## config.mk

```make
export PLATFORM = sky130hd
export DESIGN_NAME = fixed_point_exp
export DESIGN_NICKNAME = d
export VERILOG_FILES = /design/src/verilog/exp_pkg.sv /design/src/verilog/exp_ctrl_if.sv /design/src/verilog/fixed_point_exp.sv /design/src/verilog/exp_datapath.sv /design/src/verilog/exp_controller.sv /design/src/verilog/exp_lut_rom.sv
export SDC_FILE = /design/constraint.sdc
export NUM_CORES = 2
export LEC_CHECK = 0
export ABC_AREA = 1
export BUFFER_PORTS_ARGS = -buffer_cell sky130_fd_sc_hd__buf_2
export CAP_MARGIN = 20
export CORE_AREA = 2 2 304 306
export CTS_BUF_LIST = sky130_fd_sc_hd__clkbuf_8
export CTS_CLUSTER_SIZE = 30
export DETAILED_ROUTE_END_ITERATION = 8
export DIE_AREA = 0 0 306 308
export PLACE_DENSITY = 0.65
export SYNTH_ARGS = -nofsm -noshare
export SYNTH_HDL_FRONTEND = slang
export SYNTH_SLANG_ARGS = --single-unit
```

## constraint.sdc

```tcl
create_clock -name clk -period 10.9 [get_ports clk]
set_input_delay 1.09 -clock clk [delete_from_list [all_inputs] [get_ports clk]]
set_output_delay 1.09 -clock clk [all_outputs]
set_load 0.05 [all_outputs]
```

## src/exp_lut_1.mem

```
// e^(-k) for k = 0..15, one Q10.22 word per line in binary
00000000_01000000_00000000_00000000
00000000_00010111_10001011_01010110
00000000_00001000_10101001_01010101
00000000_00000011_00101111_10110110
00000000_00000001_00101100_00010101
00000000_00000000_01101110_01100101
00000000_00000000_00101000_10011101
00000000_00000000_00001110_11110001
00000000_00000000_00000101_01111111
00000000_00000000_00000010_00000110
00000000_00000000_00000000_10111110
00000000_00000000_00000000_01000110
00000000_00000000_00000000_00011010
00000000_00000000_00000000_00001001
00000000_00000000_00000000_00000011
00000000_00000000_00000000_00000001

```

## src/exp_lut_2.mem

```
// e^(-k/8) for k = 0..7, one Q10.22 word per line in binary
00000000_01000000_00000000_00000000
00000000_00111000_01111010_11010100
00000000_00110001_11010111_11011111
00000000_00101011_11111100_10001100
00000000_00100110_11010001_01100110
00000000_00100010_01000001_10111001
00000000_00011110_00111011_01000001
00000000_00011010_10101101_11011110

```

## src/verilog/exp_pkg.sv

```systemverilog
`default_nettype none

package exp_pkg;

    ////////////////////////////////////////////////////////////////////
    // word format, Q10.22
    localparam int DATA_WIDTH = 32;
    localparam int FRACTION   = 22;
    localparam int REM_WIDTH  = 19;  // bits below the table fields

    typedef logic [DATA_WIDTH-1:0] exp_word_t;

    localparam exp_word_t ONE = exp_word_t'(1) << FRACTION;

    // one argument word, seen raw or split into its fields
    typedef union packed {
        exp_word_t raw;
        struct packed {
            logic                 sign;      // ignored
            logic [4:0]           sat;       // any bit set forces zero
            logic [3:0]           int_idx;   // table 1
            logic [2:0]           frac_idx;  // table 2
            logic [REM_WIDTH-1:0] rem;       // polynomial part
        } f;
    } exp_arg_u;

    ////////////////////////////////////////////////////////////////////
    // shared unit steps
    typedef enum logic [1:0] {
        MUL_P1_P2    = 2'd0,
        MUL_R_R      = 2'd1,
        MUL_R_SQ     = 2'd2,
        MUL_P12_POLY = 2'd3
    } mul_op_e;

    typedef enum logic [2:0] {
        ADD_NEG_R         = 3'd0,
        ADD_ONE_MINUS_R   = 3'd1,
        ADD_HALF_SQ       = 3'd2,
        ADD_TWO_HALF_CUBE = 3'd3,
        ADD_NEG_CUBE_TERM = 3'd4,
        ADD_POLY_SUM      = 3'd5
    } add_op_e;

    // sequencer states, neighbours mostly one bit apart
    typedef enum logic [3:0] {
        IDLE         = 4'b0000,
        P12_NEG      = 4'b0001,
        SQ_ONE_MINUS = 4'b0011,
        CUBE_HALF_SQ = 4'b0010,
        TWO_HALF     = 4'b0110,
        NEG_CUBE     = 4'b0111,
        POLY         = 4'b0101,
        SATURATE     = 4'b0100,
        PRODUCT      = 4'b1100,
        READY        = 4'b1101
    } exp_state_e;

    localparam string LUT_1_FILE = "/design/src/exp_lut_1.mem";  // e^(-k), k = 0..15
    localparam string LUT_2_FILE = "/design/src/exp_lut_2.mem";  // e^(-k/8), k = 0..7

endpackage

`default_nettype wire
```

## src/verilog/exp_ctrl_if.sv

```systemverilog
`timescale 1ns/100ps
`default_nettype none

// per-cycle step commands from the sequencer to the datapath
interface exp_ctrl_if import exp_pkg::*; ();

    logic    capture;       // latch the argument
    logic    mul_en;
    mul_op_e mul_op;        // also picks the destination register
    logic    add_en;
    add_op_e add_op;
    logic    clear_result;  // saturated shortcut

    modport ctrl (
        output capture,
        output mul_en,
        output mul_op,
        output add_en,
        output add_op,
        output clear_result
    );

    modport dp (
        input capture,
        input mul_en,
        input mul_op,
        input add_en,
        input add_op,
        input clear_result
    );

endinterface

`default_nettype wire

```

## src/verilog/fixed_point_exp.sv

```systemverilog
`timescale 1ns/100ps
`default_nettype none

module fixed_point_exp import exp_pkg::*;
(
    input  logic      clk,
    input  logic      reset,
    input  logic      start_exp,
    input  exp_word_t x,
    output exp_word_t exp_out_reg,
    output logic      softmax_output_ready
);

    exp_arg_u   x_arg;
    logic [3:0] int_idx;
    logic [2:0] frac_idx;
    exp_word_t  p1;
    exp_word_t  p2;

    assign x_arg = x;  // field view of the live input

    exp_ctrl_if bus ();

    // sat is checked on the live word, the rest works on the captured copy
    exp_controller i_ctrl (
        .clk       (clk),
        .reset     (reset),
        .start_exp (start_exp),
        .arg_sat   (x_arg.f.sat),
        .bus       (bus.ctrl),
        .ready     (softmax_output_ready)
    );

    exp_datapath i_dp (
        .clk      (clk),
        .reset    (reset),
        .x        (x_arg),
        .bus      (bus.dp),
        .p1       (p1),
        .p2       (p2),
        .int_idx  (int_idx),
        .frac_idx (frac_idx),
        .result   (exp_out_reg)
    );

    exp_lut_rom i_rom (
        .int_idx  (int_idx),
        .frac_idx (frac_idx),
        .p1       (p1),
        .p2       (p2)
    );

endmodule

`default_nettype wire

```

## src/verilog/exp_datapath.sv

```systemverilog
`timescale 1ns/100ps
`default_nettype none

module exp_datapath import exp_pkg::*;
(
    input  logic       clk,
    input  logic       reset,
    input  exp_arg_u   x,
    exp_ctrl_if.dp     bus,
    input  exp_word_t  p1,
    input  exp_word_t  p2,
    output logic [3:0] int_idx,
    output logic [2:0] frac_idx,
    output exp_word_t  result
);

    exp_arg_u  arg_q;  // argument taken at start
    exp_word_t r;      // low remainder as a full word

    // partial results
    exp_word_t p12_q;          // P1*P2
    exp_word_t neg_r_q;        // -r
    exp_word_t one_minus_r_q;  // 1-r
    exp_word_t sq_q;           // r^2
    exp_word_t cube_q;         // r^3
    exp_word_t half_sq_q;      // 1-r+r^2/2
    exp_word_t two_half_q;     // 2.5*r^3
    exp_word_t neg_cube_q;     // -2.5*r^3/16
    exp_word_t poly_q;         // full polynomial

    exp_word_t                  mul_a;
    exp_word_t                  mul_b;
    logic [2*DATA_WIDTH-1:0]    mul_full;
    exp_word_t                  mul_out;
    exp_word_t                  add_a;
    exp_word_t                  add_b;
    exp_word_t                  add_out;

    always_ff @(posedge clk)
    begin
        if (bus.capture)
            arg_q <= x;
    end

    assign int_idx  = arg_q.f.int_idx;
    assign frac_idx = arg_q.f.frac_idx;
    assign r        = {{(DATA_WIDTH-REM_WIDTH){1'b0}}, arg_q.f.rem};

    ////////////////////////////////////////////////////////////////////
    // shared multiplier
    always_comb
    begin
        case (bus.mul_op)
            MUL_P1_P2:        mul_a = p1;
            MUL_R_R, MUL_R_SQ: mul_a = r;
            default:          mul_a = p12_q;
        endcase
        case (bus.mul_op)
            MUL_P1_P2: mul_b = p2;
            MUL_R_R:   mul_b = r;
            MUL_R_SQ:  mul_b = sq_q;
            default:   mul_b = poly_q;
        endcase
    end

    assign mul_full = (2*DATA_WIDTH)'(mul_a) * (2*DATA_WIDTH)'(mul_b);  // unsigned 64 bit
    assign mul_out  = mul_full[FRACTION +: DATA_WIDTH];  // drop low fraction

    ////////////////////////////////////////////////////////////////////
    // shared adder with logical shifts
    always_comb
    begin
        case (bus.add_op)
            ADD_NEG_R:         add_a = ~r;
            ADD_ONE_MINUS_R:   add_a = ONE;
            ADD_HALF_SQ:       add_a = one_minus_r_q;
            ADD_TWO_HALF_CUBE: add_a = cube_q << 1;
            ADD_NEG_CUBE_TERM: add_a = ~(two_half_q >> 4);
            default:           add_a = half_sq_q;
        endcase
        case (bus.add_op)
            ADD_NEG_R,
            ADD_NEG_CUBE_TERM: add_b = exp_word_t'(1);  // two's complement
            ADD_ONE_MINUS_R:   add_b = neg_r_q;
            ADD_HALF_SQ:       add_b = sq_q >> 1;
            ADD_TWO_HALF_CUBE: add_b = cube_q >> 1;
            default:           add_b = neg_cube_q;
        endcase
    end

    assign add_out = add_a + add_b;  // wraps at 32 bits

    ////////////////////////////////////////////////////////////////////
    // destination register follows from the op code
    always_ff @(posedge clk)
    begin
        if (bus.mul_en)
        begin
            case (bus.mul_op)
                MUL_P1_P2: p12_q  <= mul_out;
                MUL_R_R:   sq_q   <= mul_out;
                MUL_R_SQ:  cube_q <= mul_out;
                default:   ;  // final product goes to result below
            endcase
        end
    end

    always_ff @(posedge clk)
    begin
        if (bus.add_en)
        begin
            case (bus.add_op)
                ADD_NEG_R:         neg_r_q       <= add_out;
                ADD_ONE_MINUS_R:   one_minus_r_q <= add_out;
                ADD_HALF_SQ:       half_sq_q     <= add_out;
                ADD_TWO_HALF_CUBE: two_half_q    <= add_out;
                ADD_NEG_CUBE_TERM: neg_cube_q    <= add_out;
                default:           poly_q        <= add_out;
            endcase
        end
    end

    // held until the next evaluation
    always_ff @(posedge clk or posedge reset)
    begin
        if (reset)
            result <= '0;
        else if (bus.clear_result)
            result <= '0;
        else if (bus.mul_en && (bus.mul_op == MUL_P12_POLY))
            result <= mul_out;
    end

endmodule

`default_nettype wire

```

## src/verilog/exp_controller.sv

```systemverilog
`timescale 1ns/100ps
`default_nettype none

module exp_controller import exp_pkg::*;
(
    input  logic       clk,
    input  logic       reset,
    input  logic       start_exp,
    input  logic [4:0] arg_sat,
    exp_ctrl_if.ctrl   bus,
    output logic       ready
);

    exp_state_e state;
    exp_state_e next_state;
    logic       accept;  // a start is taken this cycle

    // start only counts in IDLE or on the last ready cycle
    assign accept = start_exp && ((state == IDLE) || (state == READY));

    always_ff @(posedge clk or posedge reset)
    begin
        if (reset)
            state <= IDLE;
        else
            state <= next_state;
    end

    //////////////////////////////////////////////////////////////////////
    // next state
    always_comb
    begin
        next_state = state;
        case (state)
            IDLE, READY:
            begin
                if (accept && (arg_sat != 5'd0))
                    next_state = SATURATE;
                else if (accept)
                    next_state = P12_NEG;
                else
                    next_state = IDLE;
            end
            P12_NEG:      next_state = SQ_ONE_MINUS;
            SQ_ONE_MINUS: next_state = CUBE_HALF_SQ;
            CUBE_HALF_SQ: next_state = TWO_HALF;
            TWO_HALF:     next_state = NEG_CUBE;
            NEG_CUBE:     next_state = POLY;
            POLY:         next_state = PRODUCT;
            PRODUCT:      next_state = READY;
            SATURATE:     next_state = READY;
            default:      next_state = IDLE;
        endcase
    end

    //////////////////////////////////////////////////////////////////////
    // step schedule, one multiply and/or one add per state
    always_comb
    begin
        bus.capture      = accept;
        bus.mul_en       = 1'b0;
        bus.mul_op       = MUL_P1_P2;
        bus.add_en       = 1'b0;
        bus.add_op       = ADD_NEG_R;
        bus.clear_result = 1'b0;
        case (state)
            P12_NEG:
            begin
                bus.mul_en = 1'b1;  // P1*P2
                bus.add_en = 1'b1;  // -r
            end
            SQ_ONE_MINUS:
            begin
                bus.mul_en = 1'b1;
                bus.mul_op = MUL_R_R;
                bus.add_en = 1'b1;
                bus.add_op = ADD_ONE_MINUS_R;
            end
            CUBE_HALF_SQ:
            begin
                bus.mul_en = 1'b1;
                bus.mul_op = MUL_R_SQ;
                bus.add_en = 1'b1;
                bus.add_op = ADD_HALF_SQ;
            end
            TWO_HALF:
            begin
                bus.add_en = 1'b1;
                bus.add_op = ADD_TWO_HALF_CUBE;
            end
            NEG_CUBE:
            begin
                bus.add_en = 1'b1;
                bus.add_op = ADD_NEG_CUBE_TERM;
            end
            POLY:
            begin
                bus.add_en = 1'b1;
                bus.add_op = ADD_POLY_SUM;
            end
            PRODUCT:
            begin
                bus.mul_en = 1'b1;  // final product into the result
                bus.mul_op = MUL_P12_POLY;
            end
            SATURATE: bus.clear_result = 1'b1;
            default:  ;
        endcase
    end

    assign ready = (state == READY);  // single cycle, not held

endmodule

`default_nettype wire

```

## src/verilog/exp_lut_rom.sv

```systemverilog
`timescale 1ns/100ps
`default_nettype none

module exp_lut_rom import exp_pkg::*;
(
    input  logic [3:0] int_idx,
    input  logic [2:0] frac_idx,
    output exp_word_t  p1,
    output exp_word_t  p2
);

    exp_word_t lut_1 [0:15];  // coarse integer steps
    exp_word_t lut_2 [0:7];   // eighth steps

    // contents come from binary text files at elaboration
    initial
    begin
        $readmemb(LUT_1_FILE, lut_1);
        $readmemb(LUT_2_FILE, lut_2);
    end

    // plain combinational read, no latency
    assign p1 = lut_1[int_idx];
    assign p2 = lut_2[frac_idx];

endmodule

`default_nettype wire

```

# Yosys cells after proc, flatten, opt, wreduce, memory -nomap -nowiden
# Index checks and enable logic that the tools add are counted.
# W data, S select, Z words.
classes:
  bitwise: 3
  shifts: 0
  reduce_logical: 25
  mux: 14
  n_eq_ne: 16
  n_div: 0
  addsub: 1
  n_mul: 1
  n_lt_le_gt_ge: 0
ops:
  columns: ["cell", "n"]
  rows:
  - ["$pmux W32 S5", 1]
  - ["$pmux W32 S4", 1]
  - ["$pmux W32 S3", 1]
  - ["$mux W32", 2]
  - ["$pmux W32 S2", 1]
  - ["$mul A32 B32 Y54", 1]
  - ["$add A32 B32 Y32", 1]
  - ["$not A19 Y32", 1]
  - ["$not A28 Y32", 1]
  - ["$pmux W4 S8", 1]
  - ["$reduce_and A2 Y1", 9]
  - ["$eq A4 B3 Y1 const B", 4]
  - ["$pmux W3 S5", 1]
  - ["$eq A4 B2 Y1 const B", 2]
  - ["$eq A4 B4 Y1 const B", 2]
  - ["$reduce_or A2 Y1", 4]
  - ["$eq A3 B2 Y1 const B", 2]
  - ["$pmux W2 S3", 1]
  - ["$reduce_or A6 Y1", 1]
  - ["$reduce_bool A5 Y1", 1]
  - ["$reduce_or A5 Y1", 1]
  - ["$eq A2 B2 Y1 const B", 2]
  - ["$eq A4 B1 Y1 const B", 1]
  - ["$logic_not A4 Y1", 1]
  - ["other kinds (12)", 17]
totals:
  input_bits: 35
  ram_bits: 0
  romBits: 0
  elab_cells: 72
  latchBits: 0
  n_memories: 0
  reg_bits: 350
  output_inout_bits: 33

# Depth between registers and ports, before layout
depth:
  word_depth: 8
  depth_mapped: 46
  mapped_depth_nobuf: 44

# Hierarchy
# A second synthesis with hierarchy kept.
hier_totals:
  hier_cells: 5291
  hier_area_um2: 46716.1
modules_own_cells:
  columns: ["mod", "seq_area_each_um2", "area_per_inst_um2", "instances", "cells_per_inst"]
  rows:
  - ["exp_datapath", 10109.7, 45879.0, 1, 5167]
  - ["exp_lut_rom", 0.0, 484.2, 1, 65]
  - ["exp_controller", 100.1, 352.8, 1, 59]

# Least setup slack after synthesis
# OpenSTA, ideal clock, no wires.
synth_timing:
  path_type: "register to register"
  startpoint: "reg i_ctrl.state[3]"
  endpoint: "reg i_dp.cube_q[12], data pin"
  setup_ps: 261
  path_stages_with_launch: 39
  path_slack_ps: 2315
  period_less_slack_ps: 8585
  arrival_time_ps: 8324
  required_ps: 10639
  n_path_buf: 3
  cell_sequence: "dfrtp_1 inv_2 nand2_1 nor2_2 inv_2 nor2_2 inv_2 nand2_1 inv_2 ha_1 inv_2 clkbuf_1 buf_2 o21ai_0 inv_1 clkbuf_1 nand2_1 fa_1 (+3 left out) fa_1 inv_1 fa_1 fa_1 inv_1 fa_1 inv_1 ha_1 nand2_1 nor2_1 inv_1 nor4_1 nand2_1 nand2_2 nand2_1 nand2_1 nand2_1 and2_1"
synth_between:
  elab_chain_len: 6
  elab_cells_between_ends: 11
  cone_classes: "1 x mul; 5 x eq/ne; 3 x mux; 2 x reduce/logical"
synth_rtl:
  columns: ["element", "line_no", "text"]
  rows:
  - ["from (decl)", "exp_controller.sv:14", "exp_state_e state;"]
  - ["from (signal assigned)", "exp_controller.sv:26", "state <= next_state;"]
  - ["$eq A4 B4 Y1 or $eq A4 B2 Y1 (tied branches)", "exp_controller.sv:66", "case (state)"]
  - ["$pmux W2 S3 (*)", "exp_controller.sv:66", null]
  - ["$eq A2 B1 Y1 or $eq A2 B2 Y1 (tied branches)", "exp_datapath.sv:53, exp_datapath.sv:58", null]
  - ["$reduce_or A2 Y1", "exp_datapath.sv:53", "case (bus.mul_op)"]
  - ["$pmux W32 S2", "exp_datapath.sv:53", null]
  - ["$mul A32 B32 Y54 (*)", "exp_datapath.sv:66", "assign mul_full = (2*DATA_WIDTH)'(mul_a) * (2*DATA_WIDTH)'(mul_b);"]
  - ["named net i_dp.mul_full[34]", "exp_datapath.sv:33", "logic [2*DATA_WIDTH-1:0] mul_full;"]
  - ["to (signal assigned)", "exp_datapath.sv:102", "MUL_R_SQ: cube_q <= mul_out;"]
  - ["to (decl)", "exp_datapath.sv:25", "exp_word_t cube_q;"]
# The timed path passes the listed nets; every way through them passes the cells marked *.
# A chain may end at the register's enable or synchronous reset.

# Final worst setup path
layout_timing:
  startpoint: "reg i_ctrl.state[3]"
  endpoint: "reg i_dp.p12_q[31], data pin"
layout_between:
  elab_chain_len: 6
  elab_cells_between_ends: 11
  cone_classes: "1 x mul; 5 x eq/ne; 3 x mux; 2 x reduce/logical"
layout_rtl:
  columns: ["element", "line_no", "text"]
  rows:
  - ["$eq A4 B4 Y1 or $eq A4 B2 Y1 (tied branches)", "exp_controller.sv:66", null]
  - ["$pmux W2 S3 (*)", "exp_controller.sv:66", null]
  - ["$eq A2 B1 Y1 or $eq A2 B2 Y1 (tied branches)", "exp_datapath.sv:53, exp_datapath.sv:58", null]
  - ["$reduce_or A2 Y1", "exp_datapath.sv:53", null]
  - ["$pmux W32 S2", "exp_datapath.sv:53", null]
  - ["$mul A32 B32 Y54 (*)", "exp_datapath.sv:66", null]
  - ["named net i_dp.mul_full[53]", "exp_datapath.sv:33", null]
  - ["to (signal assigned)", "exp_datapath.sv:100", "MUL_P1_P2: p12_q <= mul_out;"]
  - ["to (decl)", "exp_datapath.sv:21", "exp_word_t p12_q;"]
# Marked as above.

==> impl_metrics.toml <==
[clocking]
root_buffer = "clkbuf_8"
cts.clk_slew.worst_paths_ns = 0.07
htreeDepth = 2
clock_sinks = 339
cts_made_buffers = 49
insertion_delay_ns = 0.60
postCtsSetupBuffers = 0
cts_tree = "yes"
cts.repair.resized = 0
ctsHoldBuffers = 0
cts.path.max_buffers = 3

[setup_path]
ff2ff_setup_slack_ns = 0.67
cpPeakStageDelay_ns = 0.61
cp.arrival_ns = 10.54
cp_max_fo = 23
worstSetupPathType = "reg -> reg"
crit_required_ns = 11.22
crit_slowest_cell = "fa_1"
cpMostUsedCell = "fa_1"
startpoint_type = "register"
end_kind = "register"

[drt]
wl_per_cell_um = 22.9
wl_um = 145000
final_antenna_net_count = 0
first_pass_iters = 6
drtIter0Drc = 3203
num_vias = 34900
vias_per_cell = 5.51
drcViolationCount = 0

[timing]
report.final.slew_viol_count = 0
clock.fmax_mhz = 97.8
maxSlewHeadroom_pct = 33.5
fin_crit_ns = 10.23
final.period_utilization_pct = 93.8
setup_violations = 0
clock_skew_ns = 0.0266
worstMarginPinSlew_ns = 0.996
rsz0062_at_grt = "no"
finalSetupTns_ns = 0
hold_violations = 0

[finish]
final_nets = 6222
drive_above_1_share_pct = 6.21
regArea_um2 = 10000
multiInputGateArea_um2 = 30300
areaGrowthSynthToFinish_pct = 7.03
n_fill_cell = 8369

[synth]
syn_area_per_cell_um2 = 8.97
syn-num-nets = 6147
ys_seq_elements = 339
ys_warn_count = 0
synthDistinctLibCells = 56
async_reset_ff_share_pct = 10.6
yosysSeqAreaShare_pct = 22.2
synth_cells = 5025
ys.flop_type = "edfxtp_1"
netlist_area_um2 = 45100
synth-edff-count = 303

[floorplan]
coreArea_um2 = 91000
fp.dieH_um = 308
die_w_um = 306
rows = 111
die-area_um2 = 94200
initial_core_util_pct = 49.6
ios = 68

[run_status]
outcome = "complete, no violations"

[placement]
gp_congestion = 1.06
detailedPlacementHpwl_um = 121000
io_buffers = 59

[flow_run]
maxCapViolations = 0

[global_routing]
antenna_found_initial = 1
grt_pass1_vias = 36600
grt_pass1_wl_um = 223000
grt_usage_pct = 31.8
grt_max_degree = 67
grt_overflow = 0

[hold_path]
min_path_type = "reg -> reg"
## cells in the mapped netlist (7+ instances only)
library cell  instances  area, um^2
a21boi_0              8        60.1
a21o_1               14         105
a21oi_1             140         701
a221oi_1             11        96.3
a31oi_1              36         225
a41oi_1              18         158
and2_1               16         100
buf_2                36         180
clkbuf_1            124         465
clkinv_1             21        78.8
dfrtp_1              36         901
edfxtp_1            303        9100
fa_1                853       17100
ha_1                234        2930
inv_1              1059        3980
inv_2                11        41.3
nand2_1             977        3670
nand2_2               8        50.1
nand3_1              67         335
nand3b_1              8        60.1
nand4_1              10        62.6
nor2_1              749        2810
nor2_2                7        43.8
nor3_1               13        65.1
nor4_1                9        56.3
o211ai_1              7        52.6
o21a_1                7        52.6
o21ai_0             107         536
o21ai_1              10        50.1
o21bai_1             17         128
o22ai_1              10        62.6
xnor2_1              16         140
xor2_1               32         280
## per-layer routing
layer  GRT usage [%]  routed length (um)  vias up
met4            14.8                7910        0
met2            50.2               65000     1616
li1                -                   -    15300
met5               0                   0        -
met3            5.82               13300      320
met1            42.8               58700    17700
## cells by family (layout without fill, tap and decap cells)
family          Yosys count  count (layout)  synth area share [%]
simple gates           1872            1872                  16.2
buf+inv                1263            1378                  10.7
fa+ha+maj              1087            1087                  44.4
compound gates          411             411                  5.44
flops                   339             339                  22.2
xor+xnor                 52              52                  1.08
mux                       1               1                0.0250
other cells               0               2                     0
## layout make-up
type                       count  area share [%]
multi-input combinational   3423            62.9
sequential                   339            20.7
inverter                    1091            8.49
tap                         1186            3.08
timing repair buffer         196            2.79
clock buffer                  56            1.60
clock inverter                35           0.438
antenna                        2          0.0104
## cell usage in the layout, fill, tap and decap left out, types with 9 or more instances in the layout
master,count
fa_1,853
nor2_1,745
a21oi_1,140
xor2_1,32
a21o_1,14
xnor2_1,16
o21ai_1,15
edfxtp_1,303
o21ai_0,98
a31oi_1,36
buf_2,59
nand2_1,977
inv_2,11
ha_1,233
buf_4,135
nand4_1,10
clkinv_1,27
a41oi_1,18
inv_1,1076
nor4_1,9
dfrtp_1,36
o22ai_1,10
nand3_1,67
a221oi_1,10
and2_1,16
nor3_1,13
o21bai_1,17
clkbuf_8,56
## worst max-delay path, delay by kind of cell, from the launching register on
kind | cells | cell delay [ns]
DFF | 1 | 0.46
adders and majority gates | 10 | 4.78
buffers and inverters | 10 | 1.62
AOI/OAI and AO/OA | 7 | 1.76
and+or+nand+nor | 9 | 1.29
## through the flow
step	std cells	area [um^2]	utilization, %	hold WS [ns]	setup slack (ns)
2_1_floorplan	5025	45100	-	0.453	2.32
3_3_place_gp	6234	47200	51.9	0.462	0.866
3_5_place_dp	6235	47300	51.9	0.461	0.836
4_1_cts	6326	48200	53.0	0.479	0.744
5_1_grt	6327	48200	53.0	0.502	0.175
6_report	6328	48200	53.0	0.476	0.673
## sequential cells by signal (all words and copies together) (netlist names)
| register | flops |
|---|---|
| i_dp.cube_q | 32 |
| i_dp.half_sq_q | 32 |
| i_dp.neg_cube_q | 32 |
| i_dp.neg_r_q | 32 |
| i_dp.one_minus_r_q | 32 |
| i_dp.p12_q | 32 |
| i_dp.poly_q | 32 |
| i_dp.result | 32 |
| i_dp.sq_q | 32 |
| i_dp.two_half_q | 28 |
| i_dp.arg_q | 19 |
| i_ctrl.state | 4 |
## path summary, 6_finish.rpt
kind                                        startpoint                           to  cells past startpoint
setup / recovery             i_ctrl.state[3]$_DFF_PP0_     i_dp.p12_q[31]$_DFFE_PP_                     36
hold / removal             i_dp.result[16]$_DFFE_PP0P_  i_dp.result[16]$_DFFE_PP0P_                      2
setup reg to reg             i_ctrl.state[3]$_DFF_PP0_     i_dp.p12_q[31]$_DFFE_PP_                     36
hold reg to reg            i_dp.result[16]$_DFFE_PP0P_  i_dp.result[16]$_DFFE_PP0P_                      2
max in group asynchronous                        reset  i_dp.result[31]$_DFFE_PP0P_                      3
min in group asynchronous                        reset   i_dp.result[1]$_DFFE_PP0P_                      3
Power is left out: the tool's default activity adds up to more than one toggle a clock period on the data nets, which glitch-free logic cannot reach.
